$ cat config.mk
export PLATFORM = sky130hd
export DESIGN_NAME = sudoku_top
export DESIGN_NICKNAME = d
export VERILOG_FILES = /design/src/source/sudoku_game_pkg.sv /design/src/source/sudoku_io_pkg.sv /design/src/source/game_fsm.sv /design/src/source/cursor_mover.sv /design/src/source/board_keeper.sv /design/src/source/display_formatter.sv /design/src/source/sudoku_top.sv
export VERILOG_INCLUDE_DIRS = /design/src /design/src/source
export SDC_FILE = /design/constraint.sdc
export NUM_CORES = 1
export LEC_CHECK = 0
export BUFFER_PORTS_ARGS = -buffer_cell sky130_fd_sc_hd__buf_2
export CAP_MARGIN = 0
export CORE_AREA = 2 2 413 415
export CTS_BUF_LIST = sky130_fd_sc_hd__clkbuf_8
export DETAILED_ROUTE_END_ITERATION = 10
export DIE_AREA = 0 0 415 417
export HOLD_SLACK_MARGIN = 0.05
export SETUP_SLACK_MARGIN = 0.02
export SKIP_LAST_GASP = 1
export SLEW_MARGIN = 40
export SYNTH_ARGS = -nofsm -noshare
export SYNTH_HDL_FRONTEND = slang
export SYNTH_HIERARCHICAL = 1
export SYNTH_SLANG_ARGS = --single-unit
$ cat constraint.sdc
create_clock -name clk -period 18.2 [get_ports clk]
set_clock_uncertainty 0.1 [all_clocks]
set_input_delay 0.91 -clock clk [delete_from_list [all_inputs] [get_ports clk]]
set_output_delay 0.91 -clock clk [all_outputs]
set_load 0.1 [all_outputs]
$ cat src/source/sudoku_params.svh
`ifndef SUDOKU_PARAMS_SVH
`define SUDOKU_PARAMS_SVH

// Board geometry.
`define SUDOKU_N 9
`define SUDOKU_CELLS 81

// Width of one cell value, enough for 1..9.
`define CELL_W 4

// A visibility code of all ones marks a revealed cell.
`define VIS_W 2

// Game rules.
`define STRIKE_LIMIT 3
`define TIME_LIMIT_SECONDS 300 // Only checked on hard difficulty.

`endif

$ cat src/source/sudoku_game_pkg.sv
`include "sudoku_params.svh"

package sudoku_game_pkg;

    // Seven states of one game round.
    typedef enum logic [2:0] {
        idle         = 3'd0,
        select_level = 3'd1,
        loading      = 3'd2,
        walk_map     = 3'd3,
        pick_number  = 3'd4,
        victory      = 3'd5,
        defeat       = 3'd6
    } game_state_t;

    // Cursor position, row 0 is the top of the grid.
    typedef struct packed {
        logic [3:0] row;
        logic [3:0] col;
    } cell_pos_t;

    // Cell k sits at element k, with k = row * 9 + col.
    typedef logic [`SUDOKU_CELLS-1:0][`CELL_W-1:0] board_t;

    typedef logic [`SUDOKU_CELLS-1:0][`VIS_W-1:0] visibility_t;

endpackage

$ cat src/source/sudoku_io_pkg.sv
package sudoku_io_pkg;

    // One-cycle pulses from the debounced buttons.
    typedef struct packed {
        logic up;
        logic down;
        logic left;
        logic right;
        logic start;
        logic a;
        logic b;
    } buttons_t;

    typedef struct packed {
        logic [4:0] minutes;
        logic [5:0] seconds;
    } clock_time_t;

    // d0 is the rightmost digit and sits in the low bits.
    typedef struct packed {
        logic [3:0] d5;
        logic [3:0] d4;
        logic [3:0] d3;
        logic [3:0] d2;
        logic [3:0] d1;
        logic [3:0] d0;
    } digits_t;

endpackage

$ cat src/source/game_fsm.sv
`timescale 1ns/1ps
`include "sudoku_params.svh"

module game_fsm (
    input  logic                         clk,
    input  logic                         reset,
    input  sudoku_io_pkg::buttons_t      buttons,
    input  sudoku_game_pkg::visibility_t visibility,
    input  logic                         cell_revealed,
    input  logic [`CELL_W-1:0]           cell_value,
    input  logic [`CELL_W-1:0]           candidate,
    input  logic [1:0]                   strikes,
    input  logic [10:0]                  timer,
    output sudoku_game_pkg::game_state_t state,
    output logic                         difficulty
);

    sudoku_game_pkg::game_state_t next_state;
    logic playing;
    logic victory_cond;
    logic defeat_cond;

    // Win and loss only count while a round is in progress, so stale board
    // contents or timer values cannot end a game that has not started yet.
    assign playing = (state == sudoku_game_pkg::walk_map) ||
                     (state == sudoku_game_pkg::pick_number);

    assign victory_cond = &visibility; // Every code is 11.

    assign defeat_cond = (strikes == 2'(`STRIKE_LIMIT)) ||
                         (difficulty && (timer >= 11'(`TIME_LIMIT_SECONDS)));

    always_ff @(posedge clk or posedge reset) begin
        if (reset) begin
            state <= sudoku_game_pkg::idle;
        end else begin
            state <= next_state;
        end
    end

    // Hard is 1, easy is 0.
    always_ff @(posedge clk or posedge reset) begin
        if (reset) begin
            difficulty <= 1'b0;
        end else if (state == sudoku_game_pkg::select_level) begin
            if (buttons.up) begin
                difficulty <= 1'b1;
            end else if (buttons.down) begin
                difficulty <= 1'b0;
            end
        end
    end

    always_comb begin
        next_state = state;

        case (state)
            sudoku_game_pkg::idle: begin
                if (buttons.start) begin
                    next_state = sudoku_game_pkg::select_level;
                end
            end
            sudoku_game_pkg::select_level: begin
                if (buttons.a) begin
                    next_state = sudoku_game_pkg::loading;
                end
            end
            sudoku_game_pkg::loading: begin
                if (|visibility) begin // Map has landed in the board registers.
                    next_state = sudoku_game_pkg::walk_map;
                end
            end
            sudoku_game_pkg::walk_map: begin
                if (buttons.a && !cell_revealed) begin
                    next_state = sudoku_game_pkg::pick_number;
                end
            end
            sudoku_game_pkg::pick_number: begin
                // A wrong guess stays here, the strike is counted by board_keeper.
                if ((buttons.a && (cell_value == candidate)) || buttons.b) begin
                    next_state = sudoku_game_pkg::walk_map;
                end
            end
            sudoku_game_pkg::victory,
            sudoku_game_pkg::defeat: begin
                if (buttons.start) begin
                    next_state = sudoku_game_pkg::select_level;
                end
            end
            default: begin
                next_state = sudoku_game_pkg::idle;
            end
        endcase

        if (playing && victory_cond) begin
            next_state = sudoku_game_pkg::victory;
        end

        // Defeat is checked last so it wins over victory.
        if (playing && defeat_cond) begin
            next_state = sudoku_game_pkg::defeat;
        end
    end

endmodule

$ cat src/source/cursor_mover.sv
`timescale 1ns/1ps
`include "sudoku_params.svh"

module cursor_mover (
    input  logic                         clk,
    input  logic                         reset,
    input  sudoku_io_pkg::buttons_t      buttons,
    input  sudoku_game_pkg::game_state_t state,
    output sudoku_game_pkg::cell_pos_t   pos
);

    localparam logic [3:0] last_idx = 4'(`SUDOKU_N - 1);

    always_ff @(posedge clk or posedge reset) begin
        if (reset) begin
            pos <= '0;
        end else if (state == sudoku_game_pkg::walk_map) begin
            // One pulse at a time is expected, up and left take priority.
            if (buttons.up) begin
                pos.row <= (pos.row == 4'd0) ? last_idx : pos.row - 4'd1;
            end else if (buttons.down) begin
                pos.row <= (pos.row == last_idx) ? 4'd0 : pos.row + 4'd1;
            end

            if (buttons.left) begin
                pos.col <= (pos.col == 4'd0) ? last_idx : pos.col - 4'd1;
            end else if (buttons.right) begin
                pos.col <= (pos.col == last_idx) ? 4'd0 : pos.col + 4'd1;
            end
        end
    end

endmodule

$ cat src/source/board_keeper.sv
`timescale 1ns/1ps
`include "sudoku_params.svh"

module board_keeper (
    input  logic                         clk,
    input  logic                         reset,
    input  sudoku_io_pkg::buttons_t      buttons,
    input  sudoku_game_pkg::game_state_t state,
    input  sudoku_game_pkg::cell_pos_t   pos,
    input  sudoku_game_pkg::board_t      selected_map,
    input  sudoku_game_pkg::visibility_t selected_visibility,
    output sudoku_game_pkg::board_t      board,
    output sudoku_game_pkg::visibility_t visibility,
    output logic [`CELL_W-1:0]           cell_value,
    output logic                         cell_revealed,
    output logic [`CELL_W-1:0]           candidate,
    output logic [1:0]                   strikes,
    output logic                         error
);

    localparam int index_w = $clog2(`SUDOKU_CELLS);
    localparam logic [`CELL_W-1:0] max_number = `CELL_W'(`SUDOKU_N);

    logic [index_w-1:0] cell_index;

    // Row-major cell number under the cursor.
    assign cell_index = index_w'(pos.row) * index_w'(`SUDOKU_N) + index_w'(pos.col);

    assign cell_value    = board[cell_index];
    assign cell_revealed = &visibility[cell_index];

    always_ff @(posedge clk or posedge reset) begin
        if (reset) begin
            board      <= '0;
            visibility <= '0;
            candidate  <= '0;
            strikes    <= 2'd0;
            error      <= 1'b0;
        end else begin
            error <= 1'b0; // Only high for the cycle after a wrong guess.

            case (state)
                sudoku_game_pkg::select_level: begin
                    // Start each round from an empty board so loading always
                    // waits for the fresh copy.
                    board      <= '0;
                    visibility <= '0;
                end
                sudoku_game_pkg::loading: begin
                    board      <= selected_map;
                    visibility <= selected_visibility;
                    strikes    <= 2'd0;
                    candidate  <= `CELL_W'(1);
                end
                sudoku_game_pkg::pick_number: begin
                    if (buttons.a) begin
                        if (candidate == cell_value) begin
                            visibility[cell_index] <= '1;
                        end else begin
                            strikes <= strikes + 2'd1;
                            error   <= 1'b1;
                        end
                    end else if (buttons.right) begin
                        candidate <= (candidate == max_number) ? `CELL_W'(1)
                                                               : candidate + `CELL_W'(1);
                    end else if (buttons.left) begin
                        candidate <= (candidate == `CELL_W'(1)) ? max_number
                                                                : candidate - `CELL_W'(1);
                    end
                end
                default: begin
                end
            endcase
        end
    end

endmodule

$ cat src/source/display_formatter.sv
`timescale 1ns/1ps
`include "sudoku_params.svh"

module display_formatter (
    input  sudoku_game_pkg::game_state_t state,
    input  sudoku_io_pkg::clock_time_t   clock_time,
    input  logic [6:0]                   score,
    input  logic [1:0]                   strikes,
    input  logic [`CELL_W-1:0]           candidate,
    input  logic [`CELL_W-1:0]           cell_value,
    input  logic                         cell_revealed,
    output sudoku_io_pkg::digits_t       digits
);

    logic playing;

    assign playing = (state == sudoku_game_pkg::walk_map) ||
                     (state == sudoku_game_pkg::pick_number);

    always_comb begin
        if (playing) begin
            // Only the minutes units fit, the tens digit is not shown.
            digits.d0 = 4'(clock_time.seconds % 6'd10);
            digits.d1 = 4'(clock_time.seconds / 6'd10);
            digits.d2 = 4'(clock_time.minutes % 5'd10);
        end else begin
            digits.d0 = 4'(score % 7'd10);
            digits.d1 = 4'((score / 7'd10) % 7'd10);
            digits.d2 = 4'(score / 7'd100);
        end

        digits.d3 = {2'b00, strikes};
        digits.d4 = 4'(candidate);
        digits.d5 = cell_revealed ? 4'(cell_value) : 4'd0; // Hidden cells show blank as 0.
    end

endmodule

$ cat src/source/sudoku_top.sv
`timescale 1ns/1ps
`include "sudoku_params.svh"

module sudoku_top (
    input  logic                         clk,
    input  logic                         reset,
    input  sudoku_io_pkg::buttons_t      buttons,
    input  logic [10:0]                  timer,
    input  sudoku_io_pkg::clock_time_t   clock_time,
    input  logic [6:0]                   score,
    input  sudoku_game_pkg::board_t      selected_map,
    input  sudoku_game_pkg::visibility_t selected_visibility,
    output sudoku_game_pkg::game_state_t state,
    output logic                         difficulty,
    output logic [1:0]                   strikes,
    output sudoku_game_pkg::cell_pos_t   pos,
    output logic                         error,
    output sudoku_io_pkg::digits_t       digits,
    output sudoku_game_pkg::board_t      board,
    output sudoku_game_pkg::visibility_t visibility
);

    logic [`CELL_W-1:0] candidate;
    logic [`CELL_W-1:0] cell_value;
    logic               cell_revealed;

    game_fsm game_fsm_inst (
        .clk           (clk),
        .reset         (reset),
        .buttons       (buttons),
        .visibility    (visibility),
        .cell_revealed (cell_revealed),
        .cell_value    (cell_value),
        .candidate     (candidate),
        .strikes       (strikes),
        .timer         (timer),
        .state         (state),
        .difficulty    (difficulty)
    );

    cursor_mover cursor_mover_inst (
        .clk     (clk),
        .reset   (reset),
        .buttons (buttons),
        .state   (state),
        .pos     (pos)
    );

    board_keeper board_keeper_inst (
        .clk                 (clk),
        .reset               (reset),
        .buttons             (buttons),
        .state               (state),
        .pos                 (pos),
        .selected_map        (selected_map),
        .selected_visibility (selected_visibility),
        .board               (board),
        .visibility          (visibility),
        .cell_value          (cell_value),
        .cell_revealed       (cell_revealed),
        .candidate           (candidate),
        .strikes             (strikes),
        .error               (error)
    );

    display_formatter display_formatter_inst (
        .state         (state),
        .clock_time    (clock_time),
        .score         (score),
        .strikes       (strikes),
        .candidate     (candidate),
        .cell_value    (cell_value),
        .cell_revealed (cell_revealed),
        .digits        (digits)
    );

endmodule

==> impl_metrics.env <==
export IMPL_drt_total_wl_um=186000
export IMPL_grt_busiest_layer="met2"
export IMPL_antenna_left=0
export IMPL_dr_total_vias=31400
export IMPL_ys_ff_latch=505
export IMPL_grt_pass1_vias=30100
export IMPL_track_usage_pct=20.5
export IMPL_placed_cell_area_um2=36100
export IMPL_worstSetupPathType="reg2out"
export IMPL_final_nets=4408
export IMPL_grt_overflow=0
export IMPL_cts_buffers=96
export IMPL_grt_use_met3_pct=4.45
export IMPL_postLayoutCellArea_um2=39300
export IMPL_maxSlewViolCount=0
export IMPL_hold_violations=0
export IMPL_syn_area_um2=28400
export IMPL_synth_async_reset_ratio_pct=100
export IMPL_ff_latch_area_um2=12600
export IMPL_ys_warnings_count=6
export IMPL_end_kind="output port"
export IMPL_vias_per_cell=5.08
export IMPL_die_h_um=417
export IMPL_root_buffer="clkbuf_8"
export IMPL_postCtsSetupBuffers=0
export IMPL_timing_fmax_ghz=0.113
export IMPL_io_buffers=1044
export IMPL_pre_cts_slack_ps=9420
export IMPL_finalSetupViolCount=0
export IMPL_drc_errors=0
export IMPL_ys_types=100
export IMPL_start_util_pct=16.8
export IMPL_drive_gt1_share_pct=37.8
export IMPL_rows=151
export IMPL_cp_cell_sequence="ha_1, ha_4, fa_4, buf_12, nand3b_1, buf_4, o22ai_1, a221oi_1, a2111oi_0, mux2i_1, mux2i_1, mux2i_1, a21oi_1, buf_4, and2_1, buf_2"
export IMPL_cts_path_max_buffers=3
export IMPL_wl_per_cell_um=30.1
export IMPL_use_met1_pct=24.7
export IMPL_cp_required_ps=17190
export IMPL_finalCriticalPeriod_ps=8870
export IMPL_cap_violations=0
export IMPL_critPathMaxStageDelay_ps=1130
export IMPL_relSlewSlack_pct=38.4
export IMPL_fp_dieW_um=415
export IMPL_start_kind="flop"
export IMPL_rsz0062_at_grt="false"
export IMPL_cp_common_cell="mux2i_1"
export IMPL_post_route_period_util_pct=48.7
export IMPL_synth_ff_type="dfrtp_1"
export IMPL_hold_ws_ps=175
export IMPL_multi_input_comb_area_um2=14000
export IMPL_drtPass1Iterations=6
export IMPL_clk_pin_slew_worst_paths_ps=70
export IMPL_htreeDepth=3
export IMPL_grtUsageMet2_pct=33.6
export IMPL_core_area_um2=169000
export IMPL_worstSkewPairLatency_ps=870
export IMPL_worstMarginPinSlew_ps=916
export IMPL_pin_count=1049
export IMPL_netlist_instances=2774
export IMPL_cts_tree="done"
export IMPL_slowest_stage="fa_4"
export IMPL_setup_ws_ps=9330
export IMPL_hold_class="in2reg"
export IMPL_cts_sinks=505
export IMPL_tns_ps=0
export IMPL_globalplace_congestion=0.959
export IMPL_arrival_ps=7860
export IMPL_fillers=18500
export IMPL_area_delta_synth_final_pct=38.6
export IMPL_ys_seq_area_share_pct=44.6
export IMPL_path_max_fanout=64
export IMPL_synth_edf_count=0
export IMPL_grt_start_max_net_pins=142
export IMPL_status="finished, final reports clean"
export IMPL_grt_pass1_wl_um=249000
export IMPL_die_area_um2=173000
export IMPL_first_iter_violations=3233
export IMPL_avgSynthCellArea_um2=10.2
export IMPL_antenna_found_initial=48
export IMPL_hpwl_um=142000
stage by stage:
| step | util (%) | instances |
|---|---|---|
| 2_1_floorplan | - | 2775 |
| 3_3_place_gp | 21.3 | 5860 |
| 3_5_place_dp | 21.4 | 5866 |
| 4_1_cts | 23.2 | 6141 |
| 5_1_grt | 23.3 | 6180 |
| 6_report | 23.3 | 6189 |
Yosys cell counts (all sizes together), types with 44 or more instances:
cell type | instances | area [µm²]
nand2 | 100 | 375
o22ai | 73 | 463
nand4 | 58 | 363
nor4 | 59 | 369
clkbuf | 176 | 661
nor2 | 76 | 308
a22o | 326 | 2860
a21oi | 342 | 1720
a211oi | 81 | 926
buf | 73 | 572
o21ai | 44 | 220
dfrtp | 505 | 12600
inv | 192 | 721
mux2i | 52 | 521
a221oi | 182 | 1720
placed cells by master, fill, tap and decap left out, types with 19 or more instances in the layout:
cell and n:
a221oi_1 162, mux2i_1 51, buf_4 62, ha_1 22
a211oi_2 61, diode_2 46, o21ai_0 41, a21oi_1 339
nor4_1 53, nand4_1 58, o221ai_1 36, o22ai_1 72
nor2_1 58, nand3_1 19, inv_1 218, mux2_2 34
dlygate4sd3_1 111, buf_2 1044, clkbuf_8 110, a211oi_1 19
dfrtp_1 505, nand2_1 98, a221oi_2 20, a22o_1 326
what timing repair did:
action	in CTS	in global routing
gates resized for setup	0	0
endpoints found under the hold margin	140	0
hold buffers	111	0
registers in the layout, indices dropped and copies added (netlist names):
name and count:
board_keeper_inst/strikes 2, game_fsm_inst/difficulty 1, cursor_mover_inst/pos 8, board_keeper_inst/error 1, board_keeper_inst/candidate 4, board_keeper_inst/board 324, board_keeper_inst/visibility 162, game_fsm_inst/state 3
path summary, 6_finish.rpt:
kind / start / endpoint / slack (ps) / cells past startpoint
worst max-delay path: cursor_mover_inst/pos[5] / digits[23] / 9330 / 16
worst min-delay path: selected_map[156] / board_keeper_inst/board[156] / 170 / 2
worst max register to register: cursor_mover_inst/pos[5] / board_keeper_inst/visibility[160] / 9700 / 16
worst min register to register: board_keeper_inst/board[157] / board_keeper_inst/board[157] / 430 / 1
max in group asynchronous: reset / board_keeper_inst/board[247] / 14890 / 6
min in group asynchronous: reset / game_fsm_inst/difficulty / 560 / 3
cell type report:
type | instances | area share (%)
Antenna cell | 46 | 0.293
Tap cell | 2218 | 7.06
Inverter | 193 | 1.88
Clock inverter | 54 | 1.09
Sequential cell | 505 | 32.1
Clock buffer | 110 | 3.85
Multi-Input combinational cell | 1828 | 35.7
Timing Repair Buffer | 1235 | 18.0
critical path, delay by kind of cell, from the launching register on:
kind,cells,cell delay [ps]
AOI/OAI and AO/OA,4,1210
adders and majority gates,3,1660
buffers and inverters,4,1620
DFF,1,600
muxes,3,830
and+or+nand+nor,2,920
cell families after synthesis:
| kind of cell | synth area share [%] |
|---|---|
| mux | 4.67 |
| other cells | 0.0132 |
| compound gates | 33.7 |
| fa+ha+maj | 1.16 |
| buf+inv | 6.90 |
| xor+xnor | 0.556 |
| flops | 44.6 |
| simple gates | 8.50 |
metal layers:
| metal | vias to the layer above | part of all wire (%) |
|---|---|---|
| li1 | 13100 | - |
| met1 | 15900 | 38 |
| met2 | 1980 | 48 |
| met3 | 440 | 7.8 |
| met4 | 8 | 6.0 |
| met5 | - | 0.030 |
Power is left out: the tool's default activity adds up to more than one toggle a clock period on the data nets, which glitch-free logic cannot reach.
